--- config.mk ---
export PLATFORM = sky130hd
export DESIGN_NAME = depth_test_stage
export DESIGN_NICKNAME = d
export VERILOG_FILES = /design/src/design/raster_frame_pkg.sv /design/src/design/depth_test_stage.sv
export VERILOG_INCLUDE_DIRS = /design/src /design/src/design
export SDC_FILE = /design/constraint.sdc
export NUM_CORES = 1
export LEC_CHECK = 0
export ABC_AREA = 0
export BUFFER_PORTS_ARGS = -buffer_cell sky130_fd_sc_hd__buf_2
export CAP_MARGIN = 0
export CORE_MARGIN = 1.5
export CORE_UTILIZATION = 40
export CTS_CLUSTER_DIAMETER = 120
export DETAILED_ROUTE_END_ITERATION = 8
export PLACE_DENSITY = 0.72
export SYNTH_ARGS = -nofsm -noshare
export SYNTH_HDL_FRONTEND = slang
export SYNTH_SLANG_ARGS = --single-unit
--- constraint.sdc ---
create_clock -name clk_100_passthrough -period 10.9 [get_ports clk_100_passthrough]
set_input_delay 1.09 -clock clk_100_passthrough [delete_from_list [all_inputs] [get_ports clk_100_passthrough]]
set_output_delay 1.09 -clock clk_100_passthrough [all_outputs]
set_load 0.02 [all_outputs]
--- src/design/raster_frame_defines.svh ---
// shared defines: default resolution, address and depth widths, flush length, pipeline depth
`ifndef RASTER_FRAME_DEFINES_SVH
`define RASTER_FRAME_DEFINES_SVH

// default framebuffer resolution
`define RF_HRES 320
`define RF_VRES 180

// framebuffer address width
`define RF_ADDR_W 27

// full depth word from the rasterizer
`define RF_Z_W 19

// key kept per pixel in the depth RAM, upper bits of the depth word
`define RF_KEY_W 12

// framebuffer colour width (rgb565)
`define RF_SHADE_W 16

// flush length in multiples of the pixel count
`define RF_FLUSH_PASSES 3

// fragment pipeline depth, also the depth RAM read latency
`define RF_PIPE_STAGES 2

`endif

--- src/design/raster_frame_pkg.sv ---
// package raster_frame_pkg: sequencer state type and the depth word union
`default_nettype none

`include "raster_frame_defines.svh"

package raster_frame_pkg;

  // frame sequencer states
  typedef enum logic [1:0] {
    COUNTING,
    FLUSHING,
    CLEARING
  } seq_state_e;

  // depth word seen as compare key plus fraction
  typedef struct packed {
    logic [`RF_KEY_W-1:0]         key;
    logic [`RF_Z_W-`RF_KEY_W-1:0] frac;
  } depth_key_t;

  // same depth word seen as a grey shade
  typedef struct packed {
    logic [`RF_Z_W-`RF_SHADE_W-2:0] unused_hi;
    logic [`RF_SHADE_W-1:0]         shade;
    logic                           unused_lo;
  } depth_shade_t;

  typedef union packed {
    depth_key_t   as_key;
    depth_shade_t as_shade;
  } depth_word_u;

endpackage

`default_nettype wire

--- src/design/depth_test_stage.sv ---
// module depth_test_stage: fragment pipeline, depth compare with in-flight bypass, write mux
`timescale 1ns/1ps
`default_nettype none

`include "raster_frame_defines.svh"

module depth_test_stage (
  input  wire                                clk_100_passthrough,
  input  wire                                sys_rst,
  input  wire                                frag_valid_i,
  input  wire  [`RF_ADDR_W-1:0]              frag_addr_i,
  input  wire  raster_frame_pkg::depth_word_u frag_depth_i,
  input  wire                                frag_last_i,
  input  wire                                accept_i,
  input  wire                                clear_valid_i,
  input  wire  [`RF_ADDR_W-1:0]              clear_addr_i,
  input  wire                                fb_ready_i,
  input  wire  [`RF_KEY_W-1:0]               rd_key_i,
  output logic                               frag_ready_o,
  output logic                               rd_en_o,
  output logic [`RF_ADDR_W-1:0]              rd_addr_o,
  output logic                               wr_en_o,
  output logic [`RF_ADDR_W-1:0]              wr_addr_o,
  output logic [`RF_KEY_W-1:0]               wr_key_o,
  output logic                               fb_valid_o,
  output logic [`RF_ADDR_W-1:0]              fb_addr_o,
  output logic [`RF_Z_W-1:0]                 fb_depth_o,
  output logic [`RF_SHADE_W-1:0]             fb_color_o,
  output logic                               clear_taken_o,
  output logic                               last_accepted_o,
  output logic                               frame_done_o
);

  localparam int STAGES = `RF_PIPE_STAGES;
  localparam int LAST = STAGES - 1;

  logic                          advance;
  logic                          frag_fire;
  logic                          pass;
  logic [`RF_KEY_W-1:0]          stored_key;

  // fragment stages, index LAST is the compare stage
  logic [STAGES-1:0]             stg_valid;
  logic [STAGES-1:0]             stg_last;
  logic [`RF_ADDR_W-1:0]         stg_addr [STAGES];
  raster_frame_pkg::depth_word_u stg_depth [STAGES];

  // writes committed on the last STAGES advancing edges, [0] newest
  logic [STAGES-1:0]             hist_valid;
  logic [`RF_ADDR_W-1:0]         hist_addr [STAGES];
  logic [`RF_KEY_W-1:0]          hist_key [STAGES];

  assign frag_ready_o = accept_i && fb_ready_i;
  assign frag_fire = frag_valid_i && frag_ready_o;
  assign advance = fb_ready_i || !fb_valid_o;

  // RAM read runs in lockstep with the fragment stages
  assign rd_en_o = advance;
  assign rd_addr_o = frag_addr_i;

  always_ff @(posedge clk_100_passthrough) begin
    if (sys_rst) begin
      stg_valid <= '0;
      hist_valid <= '0;
    end else if (advance) begin
      stg_valid[0] <= frag_fire;
      hist_valid[0] <= wr_en_o;
      for (int i = 1; i < STAGES; i++) begin
        stg_valid[i] <= stg_valid[i-1];
        hist_valid[i] <= hist_valid[i-1];
      end
    end
  end

  always_ff @(posedge clk_100_passthrough) begin
    if (advance) begin
      stg_addr[0] <= frag_addr_i;
      stg_depth[0] <= frag_depth_i;
      stg_last[0] <= frag_last_i;
      hist_addr[0] <= wr_addr_o;
      hist_key[0] <= wr_key_o;
      for (int i = 1; i < STAGES; i++) begin
        stg_addr[i] <= stg_addr[i-1];
        stg_depth[i] <= stg_depth[i-1];
        stg_last[i] <= stg_last[i-1];
        hist_addr[i] <= hist_addr[i-1];
        hist_key[i] <= hist_key[i-1];
      end
    end
  end

  // the RAM word predates the writes in the history window, newest match wins
  always_comb begin
    stored_key = rd_key_i;
    for (int i = LAST; i >= 0; i--) begin
      if (hist_valid[i] && (hist_addr[i] == stg_addr[LAST])) begin
        stored_key = hist_key[i];
      end
    end
  end

  assign pass = (stored_key == '0) || (stg_depth[LAST].as_key.key < stored_key);

  // clear writes only come while the pipeline is empty
  always_comb begin
    if (clear_valid_i) begin
      fb_valid_o = 1'b1;
      fb_addr_o = clear_addr_i;
      fb_depth_o = '1;
      fb_color_o = '0;
      wr_key_o = '1;
    end else begin
      fb_valid_o = stg_valid[LAST] && pass;
      fb_addr_o = stg_addr[LAST];
      fb_depth_o = stg_depth[LAST];
      fb_color_o = stg_depth[LAST].as_shade.shade;
      wr_key_o = stg_depth[LAST].as_key.key;
    end
  end

  assign wr_en_o = fb_valid_o && fb_ready_i;
  assign wr_addr_o = fb_addr_o;

  assign clear_taken_o = clear_valid_i && fb_ready_i;
  assign last_accepted_o = frag_fire && frag_last_i;
  assign frame_done_o = stg_valid[LAST] && stg_last[LAST] && advance;

  // held write keeps its data, relies on the RAM read hold and the clear counter
  a_fb_hold: assert property (@(posedge clk_100_passthrough) disable iff (sys_rst)
    fb_valid_o && !fb_ready_i |=> fb_valid_o && $stable(fb_addr_o)
      && $stable(fb_depth_o) && $stable(fb_color_o));

  a_clear_empty: assert property (@(posedge clk_100_passthrough) disable iff (sys_rst)
    clear_valid_i |-> stg_valid == '0);

endmodule

`default_nettype wire

# Word level (Yosys, flattened, before mapping)
# Memory sizes are Yosys's and may differ from the RTL's.
# Cells that the tools add are included.
# word_totals
out_inout_bits,135
rom_bits,0
elab_cells,33
register_bits,6
latch_bits,0
inputBits,92
mem_bits_rw,170
n_memories,4
# mem_list
name,words,width,rd,rd_ports_with_merged_regs,write_ports,line,source
hist_addr,2,27,2,0,2,depth_test_stage.sv:50,logic [`RF_ADDR_W-1:0] hist_addr [STAGES];
stg_addr,2,27,2,0,2,depth_test_stage.sv:45,logic [`RF_ADDR_W-1:0] stg_addr [STAGES];
stg_depth,2,19,2,0,2,depth_test_stage.sv:46,raster_frame_pkg::depth_word_u stg_depth [STAGES];
hist_key,2,12,2,0,2,depth_test_stage.sv:51,logic [`RF_KEY_W-1:0] hist_key [STAGES];
# op_classes
n_mul,0
eq_ne,2
n_bitwise,0
n_div,0
n_shift,0
n_reduce_logical,14
order_cmp,1
addsub,0
mux,9
# op_table
cell,n
$eq A27 B27 Y1,2
$mux W12,3
$mux W27,1
$mux W19,1
$mux W16,1
$logic_not A12 Y1,1
$lt A12 B12 Y1,1
$logic_and A1 B1 Y1,10
$mux W1,3
$logic_or A1 B1 Y1,2
$logic_not A1 Y1,1

# Longest topological paths before layout
# logic_depth
word_depth,12
ltp_mapped,17
ltp_nobuf,16

# Worst setup path after synthesis
# No wires, ideal clock.
# synth_path
path_type,flip-flop to output port
from,memory stg_addr[0][36] (netlist bit)
to,output port frame_done_o
stages_incl_launch_ff,17
slack_ns,1.439
n_path_buf,1
arrival_ns,8.371
path_cell_list,edfxtp_1 > xor2_1 > nand4b_1 > or4_4 > or2_4 > buf_2 > nand3_1 > o21ai_0 > ha_1 > o21a_1 > nor2_1 > nor4b_1 > o21ai_0 > nor2b_1 > a211o_1 > o21bai_2 > and3_1
# synth_lines
item,line,source
start: declaration,depth_test_stage.sv:45,
end: declaration,depth_test_stage.sv:31,output logic frame_done_o

==> flow_metrics.py <==
metrics = {
    "status": {
        "run_status": "complete, no violations",
    },
    "timing": {
        "finalSetupViolCount": 0,
        "finalHoldViolCount": 0,
        "tightest_slew_ns": 1.321,
        "fin_setup_tns_ns": 0,
        "max_freq_ghz": 0.1575,
        "fin_crit_sh_pct": 58.23,
        "finalMaxSlewViolations": 0,
        "fin_skew_ns": 0.007584,
        "rsz0062_at_grt": "false",
        "slew_headroom_pct": 11.22,
        "post-route-min-period_ns": 6.347,
        "hold_slack_ns": 0.4191,
        "fin_ws_ns": 4.553,
    },
    "setup_path": {
        "reg2regPathDepth": 15,
        "end_kind": "register",
        "cp_data_required_time_ns": 10.94,
        "path_max_fanout": 94,
        "start_kind": "register",
        "r2r_end": "stg_addr[0][11]",
        "rrSetupSlack_ns": 4.55,
        "critical-path-max-stage-delay_ns": 1.11,
        "reg2reg_from": "stg_addr[0][39]",
        "arrival_ns": 6.39,
        "cpMaxStageDelayCell": "nor4_2",
        "critical_path_class": "reg -> reg",
        "path_cells": "xnor2_1 > nand4_1 > nor4_2 > a21boi_0 > o22a_1 > inv_1 > ha_1 > nand4_1 > nor4b_1 > o21ai_0 > nor2b_1 > a211o_1 > o21bai_4 > buf_4 > buf_4",
    },
    "layout": {
        "fillers": 1736,
        "final_util_pct": 48.38,
        "final_cell_mix": "226 x buf_2, 172 x edfxtp_1, 30 x xnor2_1",
        "mostFrequentLayoutCell": "buf_2",
        "nets": 809,
        "syn_to_final_growth_pct": 19.10,
        "drive_gt1_share_pct": 43.81,
    },
    "global_route": {
        "grt_pass1_wl_um": 24940,
        "grt_max_degree": 95,
        "grt_antenna_before_repair": 0,
        "grt_usage_pct": 16.79,
        "grt_pass1_vias": 4538,
        "grt-ovfl-total": 0,
    },
    "routing": {
        "drt_iter0_drc": 292,
        "first_pass_iters": 4,
        "dr_total_vias": 4838,
        "ant_nets": 0,
        "drc": 0,
        "vias_per_cell": 4.912,
        "wirelength_um": 17130,
        "wl_per_cell_um": 17.39,
    },
    "power_and_ir_drop": {
        "combPwrFrac_pct": 13.4,
        "p_int_uw": 1192,
        "p_leak_uw": 0.003596,
        "swShare_pct": 27.01,
        "seqPwrFrac_pct": 51.7,
        "peakVddDrop_mv": 0.1076,
        "p_switching_uw": 441.4,
        "power-per-cell-area_nw_per_um2": 174.1,
        "clkPwrFrac_pct": 34.9,
    },
    "synth": {
        "syn_nets": 641,
        "seq_area_frac_synth_pct": 66.56,
        "syn_avg_cell_area_um2": 14.65,
        "netlist.area_leader.share_pct": 65.54,
        "ys_warn_count": 0,
        "synth_top_cells_by_area": "edfxtp_1 66%, buf_4 6.3%, mux2_2 4.0%",
        "ys_types": 52,
        "post_synth_and_or_nand_nor_area_fraction_pct": 11.43,
        "synth_edf_count": 172,
        "synthArstFlopShare_pct": 0,
        "synth_top_family_by_area": "simple AND/OR/NAND/NOR gates",
        "ys_seq_elements": 176,
        "syn_inst": 538,
        "muxShareOfSynthArea_pct": 4.001,
        "ys.flop_type": "edfxtp_1",
        "syn_area_um2": 7880,
        "synthAdderAreaFrac_pct": 1.747,
        "synthXorXnorAreaFrac_pct": 6.002,
        "synth-compound-area-share_pct": 3.191,
        "synth.largest_area_cell": "edfxtp_1",
    },
    "worst_hold_path": {
        "min_to": "stg_depth[0][37]",
        "hp-class": "reg -> reg",
        "worstHoldStart": "stg_depth[0][18]",
        "hold_path_depth": 0,
    },
    "clock_network": {
        "htree_num_levels": 4,
        "root_buffer": "clkbuf_16",
        "numCtsBuffers": 17,
        "cts-resized-gates": 0,
        "clkSlewWorstSetupHoldPaths_ns": 0.07,
        "tritoncts": "built",
        "cts.sinks": 176,
        "clockBufferDepth": 2,
        "post-cts-setup-buffers": 0,
        "cts_hold_buf": 0,
        "clk_latency_ns": 0.43,
    },
    "placed_design": {
        "gp_congestion": 0.8777,
        "port_buffers": 226,
        "place_hpwl_um": 12660,
        "post-place-ws_ns": 4.648,
    },
    "floorplan": {
        "dieArea_um2": 20550,
        "placementRows": 51,
        "ioPinCount": 227,
        "initial_core_util_pct": 40.62,
        "fp.dieH_um": 143.4,
        "die_w_um": 143.4,
        "core_um2": 19400,
    },
    "run": {
        "maxCapViolCount": 0,
    },
}
-- power groups by stage --
stage | logic [µW] | clock network (µW) | registers [µW]
floorplan | 161 | 0 | 852
global placement | 218 | 0 | 858
detailed placement | 220 | 0 | 860
CTS | 221 | 585 | 846
global route | 237 | 610 | 852
finish | 219 | 570 | 845
-- metrics by stage --
stage | cells | instance area [µm²] | total power (µW)
after floorplan | 538 | 7880 | 1013
after CTS | 984 | 9383 | 1651
after global placement | 952 | 8830 | 1076
after detailed placement | 952 | 8830 | 1080
after global routing | 984 | 9383 | 1699
final | 985 | 9385 | 1634
-- sequential cells by signal, summed over array words and instances (netlist names) --
name	count
stg_depth	38
stg_valid	2
hist_valid	2
hist_addr	54
stg_addr	54
stg_last	2
hist_key	24
-- per-layer routing --
| metal | vias to the layer above | share of wire (%) | wire length (µm) | GRT usage [%] |
|---|---|---|---|---|
| met4 | 0 | 3.6 | 620 | 8.754 |
| met1 | 2321 | 45 | 7667 | 22.86 |
| met2 | 192 | 46 | 7869 | 25.38 |
| met5 | - | 0 | 0 | 0 |
| li1 | 2285 | - | - | - |
| met3 | 40 | 5.7 | 970 | 3.599 |
-- worst max-delay path by stage --
stage | cells after the start | from | end
6_report | 15 | stg_addr[0][39] | stg_addr[0][11]
5_1_grt | 15 | stg_addr[0][34] | hist_key[0][19]
4_1_cts | 15 | stg_addr[0][39] | hist_addr[0][39]
3_5_place_dp | 15 | stg_addr[0][53] | hist_addr[0][12]
3_3_place_gp | 15 | stg_addr[0][53] | stg_addr[0][18]
2_1_floorplan | 16 | stg_addr[0][36] | frame_done_o
-- cells by family after synthesis --
family                   Yosys count
AND/OR/NAND/NOR                  152
flip-flops                       176
adder cells (fa/ha/maj)           11
buffers and inverters             82
XOR/XNOR                          54
AO/OA/AOI/OAI                     35
multiplexers                      28
-- Yosys cell counts (2+ instances only) --
cell	count
nor2_1	7
and3_1	3
edfxtp_1	172
or2_2	19
xor2_1	24
and2_1	2
nor3_1	5
xnor2_1	30
or4_1	3
clkbuf_1	10
dfxtp_1	4
mux2_2	28
nand2_1	20
nand3_1	21
o311ai_1	2
nor4b_1	4
nor3b_1	3
nor4_1	15
ha_1	11
buf_1	3
nand4b_1	5
buf_4	66
a21oi_1	5
nand2b_1	2
nor2b_1	19
o21ai_0	12
inv_1	2
o32ai_1	2
nand4_1	16
-- area by class of cell --
type | instances | area, µm² | share of cell area [%]
clock buffers | 18 | 429.2 | 4.573
repair buffers | 229 | 1154 | 12.29
inverters | 2 | 7.507 | 0.07999
multi-input cells | 280 | 2092 | 22.29
flip-flops and latches | 176 | 5245 | 55.89
clock inverters | 14 | 123.9 | 1.320
diodes | 1 | 2.502 | 0.02666
well taps | 265 | 331.6 | 3.533
-- worst max-delay path: cells and delay by family, from the launching register on --
kind                       cells  cell delay [ns]
DFF                            1             0.44
buffers and inverters          3             1.90
adders and majority gates      1             0.16
and+or+nand+nor                5             1.83
xor gates and xnor gates       1             0.35
AOI/OAI and AO/OA              5             1.23
No activity file was read; power rests on OpenSTA's default activity.
