## src/design/raster_frame_defines.svh

```systemverilog
// shared defines: default resolution, address and depth widths, flush length, pipeline depth
`ifndef RASTER_FRAME_DEFINES_SVH
`define RASTER_FRAME_DEFINES_SVH

// default framebuffer resolution
`define RF_HRES 320
`define RF_VRES 180

// framebuffer address width
`define RF_ADDR_W 27

// full depth word from the rasterizer
`define RF_Z_W 19

// key kept per pixel in the depth RAM, upper bits of the depth word
`define RF_KEY_W 12

// framebuffer colour width (rgb565)
`define RF_SHADE_W 16

// flush length in multiples of the pixel count
`define RF_FLUSH_PASSES 3

// fragment pipeline depth, also the depth RAM read latency
`define RF_PIPE_STAGES 2

`endif

```

## src/design/raster_frame_pkg.sv

```systemverilog
// package raster_frame_pkg: sequencer state type and the depth word union
`default_nettype none

`include "raster_frame_defines.svh"

package raster_frame_pkg;

  // frame sequencer states
  typedef enum logic [1:0] {
    COUNTING,
    FLUSHING,
    CLEARING
  } seq_state_e;

  // depth word seen as compare key plus fraction
  typedef struct packed {
    logic [`RF_KEY_W-1:0]         key;
    logic [`RF_Z_W-`RF_KEY_W-1:0] frac;
  } depth_key_t;

  // same depth word seen as a grey shade
  typedef struct packed {
    logic [`RF_Z_W-`RF_SHADE_W-2:0] unused_hi;
    logic [`RF_SHADE_W-1:0]         shade;
    logic                           unused_lo;
  } depth_shade_t;

  typedef union packed {
    depth_key_t   as_key;
    depth_shade_t as_shade;
  } depth_word_u;

endpackage

`default_nettype wire

```

## src/design/frame_sequencer.sv

```systemverilog
// counting, flushing and clearing FSM with flush and clear counters and frame select
`timescale 1ns/1ps
`default_nettype none

`include "raster_frame_defines.svh"

module frame_sequencer #(
  parameter int HRES = `RF_HRES,
  parameter int VRES = `RF_VRES
) (
  input  wire                    clk_100_passthrough,
  input  wire                    sys_rst,
  input  wire                    fb_ready_i,
  input  wire                    last_accepted_i,
  input  wire                    frame_done_i,
  input  wire                    clear_taken_i,
  output logic                   accept_o,
  output logic                   clear_valid_o,
  output logic [`RF_ADDR_W-1:0]  clear_addr_o,
  output logic                   frame_o
);

  localparam int PIXELS = HRES * VRES;
  localparam int FLUSH_COUNT = `RF_FLUSH_PASSES * PIXELS;
  localparam int CLR_W = $clog2(PIXELS);
  localparam int FLUSH_W = $clog2(FLUSH_COUNT);

  raster_frame_pkg::seq_state_e state_q;
  logic                         draining_q;
  logic [FLUSH_W-1:0]           flush_cnt_q;
  logic [CLR_W-1:0]             clear_cnt_q;
  logic                         frame_q;

  always_ff @(posedge clk_100_passthrough) begin
    if (sys_rst) begin
      state_q <= raster_frame_pkg::COUNTING;
      draining_q <= 1'b0;
      flush_cnt_q <= '0;
      clear_cnt_q <= '0;
      frame_q <= 1'b0;
    end else begin
      case (state_q)
        raster_frame_pkg::COUNTING: begin
          // stop taking fragments once the last one is in
          if (last_accepted_i) begin
            draining_q <= 1'b1;
          end
          if (frame_done_i) begin
            draining_q <= 1'b0;
            flush_cnt_q <= '0;
            state_q <= raster_frame_pkg::FLUSHING;
          end
        end

        raster_frame_pkg::FLUSHING: begin
          // only cycles the framebuffer is ready count toward the flush
          if (fb_ready_i) begin
            if (flush_cnt_q == FLUSH_W'(FLUSH_COUNT - 1)) begin
              state_q <= raster_frame_pkg::CLEARING;
              frame_q <= ~frame_q;
              clear_cnt_q <= '0;
            end else begin
              flush_cnt_q <= flush_cnt_q + 1'b1;
            end
          end
        end

        raster_frame_pkg::CLEARING: begin
          if (clear_taken_i) begin
            if (clear_cnt_q == CLR_W'(PIXELS - 1)) begin
              state_q <= raster_frame_pkg::COUNTING;
            end else begin
              clear_cnt_q <= clear_cnt_q + 1'b1;
            end
          end
        end

        default: begin
          state_q <= raster_frame_pkg::COUNTING;
        end
      endcase
    end
  end

  assign accept_o = (state_q == raster_frame_pkg::COUNTING) && !draining_q;
  assign clear_valid_o = (state_q == raster_frame_pkg::CLEARING);
  assign clear_addr_o = {{(`RF_ADDR_W - CLR_W){1'b0}}, clear_cnt_q};
  assign frame_o = frame_q;

  // a clear write is taken only while offered and inside the pixel range
  a_clear_in_clearing: assert property (@(posedge clk_100_passthrough) disable iff (sys_rst)
    clear_taken_i |-> clear_valid_o && clear_cnt_q < PIXELS);

  // frame select flips only on the way out of flushing
  a_frame_toggle: assert property (@(posedge clk_100_passthrough) disable iff (sys_rst)
    !$stable(frame_o) |-> $past(state_q) == raster_frame_pkg::FLUSHING
      && state_q == raster_frame_pkg::CLEARING);

endmodule

`default_nettype wire

```

## config.mk

```make
export PLATFORM = sky130hd
export DESIGN_NAME = frame_sequencer
export DESIGN_NICKNAME = d
export VERILOG_FILES = /design/src/design/raster_frame_pkg.sv /design/src/design/frame_sequencer.sv
export VERILOG_INCLUDE_DIRS = /design/src /design/src/design
export SDC_FILE = /design/constraint.sdc
export NUM_CORES = 1
export LEC_CHECK = 0
export ABC_AREA = 1
export BUFFER_PORTS_ARGS = -buffer_cell sky130_fd_sc_hd__clkbuf_2
export CAP_MARGIN = 30
export CORE_MARGIN = 2
export CORE_UTILIZATION = 45
export DETAILED_ROUTE_END_ITERATION = 16
export PLACE_DENSITY = 0.65
export SLEW_MARGIN = 20
export SYNTH_ARGS = -nofsm -noshare
export SYNTH_HDL_FRONTEND = slang
export SYNTH_SLANG_ARGS = --single-unit
export TNS_END_PERCENT = 50
```

## constraint.sdc

```tcl
create_clock -name clk_100_passthrough -period 3.9 [get_ports clk_100_passthrough]
set_input_delay 0.585 -clock clk_100_passthrough [delete_from_list [all_inputs] [get_ports clk_100_passthrough]]
set_output_delay 0.585 -clock clk_100_passthrough [all_outputs]
set_load 0.01 [all_outputs]
```

-- Yosys cells after proc, flatten, opt, wreduce, memory -nomap -nowiden
Index checks and enable logic that the tools add are counted.
- bits in registers: 38
- bits in latches: 0
- memory bits (writable): 0
- memory bits (read-only): 0
- bits of input ports: 6
- output and inout port bits: 30
- memories: 0
- add/sub/neg operators: 2
- $mul: 0
- div/mod/pow operators: 0
- order comparisons: 0
- equality and inequality tests: 11
- shift-type cells: 0
- multiplexer cells: 17
- bitwise gates (word level): 1
- reductions and logical operators: 11
- operators by type and width (cell ; number):
    16-bit two-way mux ; 4
    18-bit two-way mux ; 3
    18-bit one-hot mux with 2 select lines ; 1
    16-bit one-hot mux with 2 select lines ; 1
    18-bit by 1-bit adder with 18-bit output (second input constant) ; 1
    18-bit equality test (second input constant) ; 1
    16-bit by 1-bit adder with 16-bit output (second input constant) ; 1
    16-bit equality test (second input constant) ; 1
    2-bit inequality test (second input constant) ; 6
    2-bit two-way mux ; 5
    5-bit AND reduction ; 2
    2-bit one-hot mux with 3 select lines ; 1
    2-bit nonzero test ; 3
    4-bit AND reduction ; 1
    3-bit AND reduction ; 1
    2-bit by 1-bit equality test with 1-bit output (second input constant) ; 1
    2-bit equality test (second input constant) ; 1
    2-bit zero test ; 1
    1-bit two-way mux ; 2
    2-bit by 1-bit inequality test with 1-bit output (second input constant) ; 1
    2-bit AND reduction ; 1
    1-bit logical AND ; 1
    1-bit zero test ; 1
    1-bit inverter ; 1

-- Depth between registers and ports, before layout
Gate-level depths: netlist (run 1).
- word-level depth: 4
- gate-level depth with buffers: 12
- depth with buffers taken out: 12

-- Worst setup path after synthesis (run 1)
Ideal clock, no wire load.
- path type: register -> register
- start point: register clear_cnt_q[0]
- end point: register clear_cnt_q[0]
- setup time: 116 ps
- data arrival time: 1531 ps
- required time: 3784 ps
- setup slack: 2253 ps
- stages on the path, launching flop included: 10
- buffers on the path: 1
- period minus slack after synthesis: 1647 ps
- cell sequence: dfxtp_1 ha_1 nand3_1 nor2_2 nand2_1 a21oi_1 nor2_4 buf_6 nor2_1 nor2_1
- cells in the longest elaborated chain, start to end: 4
- elaborated cells between the ends (all ways): 7
- those cells by class: add/sub (1); eq/ne (2); mux (3); reduce/logical (1)
- RTL lines (item ; RTL line ; RTL):
    start, declared ; frame_sequencer.sv:31 ; logic [CLR_W-1:0] clear_cnt_q;
    start signal, assigned ; frame_sequencer.sv:73 ; clear_cnt_q <= clear_cnt_q + 1'b1;
    16-bit by 1-bit adder with 16-bit output ; frame_sequencer.sv:73 ;
    16-bit two-way mux ; frame_sequencer.sv:70 ; if (clear_cnt_q == CLR_W'(PIXELS - 1)) begin
    16-bit two-way mux ; frame_sequencer.sv:69 ; if (clear_taken_i) begin
    16-bit one-hot mux with 2 select lines ; frame_sequencer.sv:42 ; case (state_q)
Several ways; a longest one is shown, not always the timed one. The select of a mux whose other input is x is not followed.
A chain may end at the register's enable or synchronous reset.

-- Worst setup path after layout (run 1)
- start point: register state_q[0]
- end point: register clear_cnt_q[0]
- cells in the longest elaborated chain, start to end: 3
- elaborated cells between the ends (all ways): 9
- those cells by class: eq/ne (6); mux (1); reduce/logical (2)
- RTL lines (item ; RTL line ; RTL):
    start, declared ; frame_sequencer.sv:28 ; raster_frame_pkg::seq_state_e state_q;
    start signal, assigned ; frame_sequencer.sv:36 ; state_q <= raster_frame_pkg::COUNTING;
    start signal, assigned ; frame_sequencer.sv:51 ; state_q <= raster_frame_pkg::FLUSHING;
    start signal, assigned ; frame_sequencer.sv:59 ; state_q <= raster_frame_pkg::CLEARING;
    2-bit equality test or 2-bit by 1-bit equality test with 1-bit output (tied branches) ; frame_sequencer.sv:42 ;
    2-bit inequality test (no source line) or 2-bit nonzero test (tied branches) ; n/a ;
    5-bit AND reduction (no source line) ; n/a ;
Several ways; a longest one is shown, not always the timed one.

==> results.py, run 1 <==
metrics = {
    "synthesis": {
        "yosysTopAreaCell": "dfxtp_1",
        "seq_area_frac_synth_pct": 30.8,
        "synth-xor-area-share_pct": 2.13,
        "syn_inst": 404,
        "ys_seq_elements": 38,
        "synth_top_flop_cell": "dfxtp_1",
        "synthesis.area_um2": 2470,
        "synth_adder_area_share_pct": 1.01,
        "avgSynthCellArea_um2": 6.11,
        "synth_top_family_by_area": "simple AND/OR/NAND/NOR gates",
        "synth_top_area_share_pct": 30.8,
        "synthSimpleGateAreaFrac_pct": 42.4,
        "synth_area_leaders": "dfxtp_1 31%, nand2_1 17%, nor2_1 11%, inv_1 6.1%, nand3_1 4.3%",
        "yosys.cell_types.count": 33,
        "async_flop_share_pct": 0,
        "synth_edf_count": 0,
        "synth_compound_area_share_pct": 9.98,
        "synth_warnings": 0,
        "synth.area.mux_share_pct": 0,
    },
    "die": {
        "rows": 26,
        "start_util_pct": 47.4,
        "dieArea_um2": 6090,
        "die_h_um": 78.1,
        "core_um2": 5200,
        "die_w_um": 78.1,
        "io_pins": 36,
    },
    "drt": {
        "wl_per_cell_um": 11.1,
        "via_per_inst": 4.84,
        "drc": 0,
        "routed_wirelength_um": 5470,
        "num_vias": 2390,
        "drtPass1Iterations": 4,
        "drt_iter0_drc": 77,
        "ant_nets": 0,
    },
    "timing": {
        "finalSetupViolations": 0,
        "slew_headroom_pct": 57.6,
        "layout_setup_ws_ns": 1.72,
        "drv_slew": 0,
        "period_needed_ns": 2.18,
        "rsz0062_at_grt": "no",
        "timing.setup.tns_ns": 0,
        "worst_pin_slew_ns": 0.634,
        "hold_viol_final": 0,
        "min_period_over_period_pct": 56.0,
        "skew_ns": 0.00664,
        "clock.fmax_ghz": 0.458,
    },
    "clock_tree": {
        "clk_pin_slew_ns": 0.08,
        "cts_resized": 0,
        "clockBufferDepth": 2,
        "cts_hold_buf": 0,
        "cts_tree": "done",
        "clk_latency_ns": 0.29,
        "cts.sinks": 38,
        "numCtsBuffers": 5,
        "cts_setup_buffers": 0,
        "cts_root_buf": "clkbuf_8",
        "cts_max_level": 2,
    },
    "pwr": {
        "pwr-share-clk_pct": 36.3,
        "internal_power_uw": 551,
        "powerDensity_nw_per_um2": 284,
        "seq_power_share_pct": 53.3,
        "vdd_drop_max_mv": 0.184,
        "pwr-share-comb_pct": 10.3,
        "power_leakage_uw": 0.00107,
        "switching_power_uw": 203,
        "switching_share_pct": 26.9,
    },
    "cells_and_area": {
        "final_common_cell": "nand2_1",
        "num-fill-cells": 569,
        "drive_gt1_share_pct": 14.4,
        "layout_common_cells": "112 x nand2_1, 75 x nor2_1, 40 x inv_1",
        "syn2layout_area_growth_pct": 7.50,
        "fin_nets": 433,
        "multi_input_area_um2": 1410,
        "n_antenna_cell": 0,
        "fin_area_um2": 2650,
        "seqCellArea_um2": 761,
        "fin_util_pct": 51.0,
    },
    "grt": {
        "grt_max_degree": 21,
        "grt_use_total_pct": 18.9,
        "grt_pass1_wl_um": 9490,
        "overflow": 0,
        "grt_pass1_vias": 2142,
        "antenna_found_initial": 0,
    },
    "critical_path": {
        "crit_fanout": 15,
        "end_kind": "flip-flop",
        "reg2reg_depth": 6,
        "r2r_slack_ns": 1.72,
        "cpMaxStageDelayCell": "or2_0",
        "reg2reg_from": "state_q[0]",
        "crit_path_start": "state_q[0]",
        "start_kind": "flip-flop",
        "crit_buf_inv": 1,
        "crit_end": "clear_cnt_q[0]",
        "worstSetupPathDepth": 6,
        "arrival_ns": 2.36,
        "max_stage_delay_ns": 0.48,
        "crit_path_cell_trace": "inv_1 > nand2_1 > or2_0 > nand3_2 > o21ai_0 > nor2_1",
        "rr_endpoint": "clear_cnt_q[0]",
        "path_class": "reg2reg",
        "cp_top_family": "simple AND/OR/NAND/NOR gates",
        "crit_required_ns": 4.08,
    },
    "placement": {
        "portBuffers": 24,
        "place_area_um2": 2570,
        "dpl.hpwl_um": 4030,
        "preCtsSetupSlack_ns": 1.59,
        "gp_congestion": 0.885,
    },
    "status": {
        "run_status": "finished, final reports clean",
    },
    "hold_path": {
        "hold_path_class": "reg2reg",
    },
    "flow_run": {
        "max_cap_violations": 0,
    },
}
-- cell families (layout without fill, tap and decap cells) --
logic type,Yosys count,in the layout
compound gates,43,43
xor+xnor,6,6
fa+ha+maj,2,2
buf+inv,71,81
flops,38,38
other cells,1,11
simple gates,243,243
-- power groups by stage --
stage | Combinational, uW | Clock, uW | Sequential, uW
floorplan | 69.6 | 0 | 412
global placement | 77.4 | 0 | 412
detailed placement | 78.4 | 0 | 412
CTS | 78.6 | 286 | 402
global route | 88.8 | 299 | 404
finish | 78.0 | 274 | 403
-- cells in the mapped netlist, types with 2 or more instances --
master,n
nor3_1,5
clkbuf_1,2
nand3_1,21
nand2_2,10
nor2_1,75
dfxtp_1,38
inv_1,40
a21oi_2,6
o21bai_1,2
nand2_1,112
o21ai_1,2
nand4_1,10
clkinv_1,2
buf_2,3
xor2_1,4
buf_4,13
inv_2,9
nor2_4,3
buf_6,2
o21ai_0,14
ha_1,2
a21oi_1,17
xnor2_1,2
-- cell type report --
| type | instances | area share (%) |
|---|---|---|
| Tap cell | 70 | 3.30 |
| Inverter | 51 | 7.21 |
| Multi-Input combinational cell | 305 | 53.2 |
| Sequential cell | 38 | 28.7 |
| Timing Repair Buffer | 24 | 4.53 |
| Clock buffer | 6 | 3.11 |
-- layer usage --
metal / share of wire (%) / up-vias / wire (um) / GRT usage [%]
li1: - / 1276 / - / -
met1: 47 / 1073 / 2560 / 23.1
met2: 50 / 37 / 2720 / 34.4
met3: 3.0 / 4 / 166 / 4.14
met4: 0.46 / 0 / 25 / 3.16
met5: 0 / - / 0 / 0
-- stage by stage --
stage | power, uW | std cells | hold slack, ns
6_report | 755 | 494 | 0.471
5_1_grt | 792 | 494 | 0.494
4_1_cts | 767 | 494 | 0.480
3_5_place_dp | 490 | 488 | 0.465
3_3_place_gp | 489 | 488 | 0.465
2_1_floorplan | 481 | 414 | 0.437
-- worst reg2reg max path: stages (launching register included) --
cell and delay (ns):
dfxtp_1 0.38, inv_1 0.05, nand2_1 0.40, or2_0 0.48, nand3_2 0.38, o21ai_0 0.32
nor2_1 0.07
-- worst min-delay path by stage --
stage	from	cells after the start	slack, ns	end
CTS	frame_o	2	0.48	frame_o
detailed placement	draining_q	2	0.47	draining_q
global placement	frame_o	2	0.47	frame_o
finish	frame_o	2	0.47	frame_o
global route	frame_o	2	0.49	frame_o
floorplan	draining_q	2	0.44	draining_q
-- sequential cells by signal (all words and copies together) (netlist names) --
name	count
draining_q	1
state_q	2
clear_cnt_q	16
flush_cnt_q	18
frame_o	1
(Power assumes the default switching activity.)
==> inputs of run 2 (changes only) <==
PLACE_DENSITY = 0.68   (was 0.65)
clock period = 2 ns   (was 3.9 ns; I/O delays follow)
==> results.py, run 2 (synthesized netlist as in run 1, its figures left out) <==
metrics = {
    "drt": {
        "route.met2.wl_um": 2670,
        "ant_nets": 0,
        "drtPass1Iterations": 4,
        "wl_per_cell_um": 10.8,
        "via_per_inst": 4.81,
        "wl_met1_um": 2580,
        "routed_wirelength_um": 5480,
        "drc": 0,
        "drt_iter0_drc": 73,
        "met3_length_um": 137,
        "highest_layer": "met4",
        "num_vias": 2437,
    },
    "cells_and_area": {
        "drive_gt1_share_pct": 16.9,
        "largest_reg_flops": 18,
        "regMostFlops": "flush_cnt_q",
        "seqCellArea_um2": 761,
        "syn2layout_area_growth_pct": 12.3,
        "num-fill-cells": 557,
        "n_antenna_cell": 0,
        "layout_common_cells": "112 x nand2_1, 75 x nor2_1, 40 x inv_1",
        "final_common_cell": "nand2_1",
        "fin_area_um2": 2770,
        "top_regs": "flush_cnt_q (18), clear_cnt_q (16), state_q (2)",
        "fin_util_pct": 53.2,
        "multi_input_area_um2": 1420,
        "fin_nets": 446,
    },
    "critical_path": {
        "start_kind": "flip-flop",
        "crit_path_cell_trace": "ha_1 > nand3_1 > nor2_2 > nand2_1 > a21oi_1 > nor2_4 > buf_12 > nor2_1 > nor2_1",
        "crit_required_ns": 2.18,
        "path_class": "reg2reg",
        "end_kind": "flip-flop",
        "crit_fanout": 11,
        "r2r_slack_ns": 0.25,
        "arrival_ns": 1.92,
        "cpMostUsedCell": "nor2_1",
        "cpMaxStageDelayCell": "dfxtp_1",
        "max_stage_delay_ns": 0.42,
    },
    "clock_tree": {
        "numCtsBuffers": 5,
        "cts_max_level": 2,
        "cts_hold_buf": 0,
        "cts_tree": "done",
        "clk_pin_slew_ns": 0.07,
        "clockBufferDepth": 2,
        "cts_root_buf": "clkbuf_8",
        "clk_latency_ns": 0.29,
        "cts.sinks": 38,
    },
    "timing": {
        "min_period_over_period_pct": 87.3,
        "clock.fmax_ghz": 0.573,
        "hold_viol_final": 0,
        "drv_slew": 0,
        "finalSetupViolations": 0,
        "skew_ns": 0.00972,
        "period_needed_ns": 1.75,
        "hold_slack_ns": 0.258,
        "timing.setup.tns_ns": 0,
        "rsz0062_at_grt": "no",
    },
    "grt": {
        "grt_pass1_wl_um": 9590,
        "grt_pass1_vias": 2229,
        "grt_use_total_pct": 19.3,
        "overflow": 0,
        "grt_max_degree": 16,
        "antenna_found_initial": 0,
    },
    "placement": {
        "dpl.hpwl_um": 4110,
        "portBuffers": 24,
        "place_area_um2": 2650,
        "gp_congestion": 0.830,
    },
    "flow_run": {
        "max_cap_violations": 0,
    },
    "status": {
        "run_status": "finished, final reports clean",
    },
    "pwr": {
        "powerDensity_nw_per_um2": 536,
        "vdd_drop_max_mv": 0.352,
        "power_leakage_uw": 0.00114,
    },
    "die": {
        "dieArea_um2": 6090,
        "start_util_pct": 47.4,
        "die_h_um": 78.1,
        "die_w_um": 78.1,
        "io_pins": 36,
        "rows": 26,
        "core_um2": 5200,
    },
    "hold_path": {
        "hold_path_class": "in2reg",
    },
}
-- run 2: cell count changes in the layout (fill, tap and decap cells not counted), sizes merged --
cell  before  now
buf        0   13
-- run 2: per-layer routing --
metal  up-vias  GRT usage, %
li1       1307             -
met1      1087          23.1
met2        33          35.3
met3        10          3.45
met4         0          5.44
met5         -             0
-- run 2: worst paths after layout --
| kind | cells after the start | endpoint | start |
|---|---|---|---|
| worst min register to register | 2 | frame_o | frame_o |
| worst min-delay path | 3 | draining_q | last_accepted_i |
| worst max register to register | 9 | clear_cnt_q[0] | clear_cnt_q[0] |
| worst max-delay path | 9 | clear_cnt_q[0] | clear_cnt_q[0] |
-- run 2: worst max-delay path: cells and delay by family (launching register included) --
kind / cells / cell delay (ns)
adders and majority gates: 1 / 0.24
DFF: 1 / 0.42
buffers and inverters: 1 / 0.14
and+or+nand+nor: 6 / 0.59
AOI/OAI and AO/OA: 1 / 0.24
-- run 2: where the power goes --
part           total, uW  leakage [uW]  switching, uW  internal (uW)
logic                172      0.000787            116           55.7
clock network        529     0.0000431            263            266
registers            785      0.000307           15.3            770
-- run 2: area by class of cell --
type                       instances  area share, %
inverter                          51           6.91
clock buffer                       6           2.98
sequential                        38           27.4
timing repair buffer              37           8.31
tap                               70           3.16
multi-input combinational        305           51.2
-- run 2: timing repair --
item / CTS / global route
buffers inserted: 0 / 2
setup endpoints to repair: 0 / 6
resized for setup: 0 / 1
-- run 2: per-stage QoR --
| stage | cells | total power (uW) | worst slack (ns) |
|---|---|---|---|
| global route | 507 | 1570 | 0.0970 |
| floorplan | 414 | 938 | 0.353 |
| detailed placement | 499 | 967 | 0.162 |
| CTS | 505 | 1490 | 0.142 |
| finish | 507 | 1490 | 0.255 |
| global placement | 499 | 964 | 0.213 |
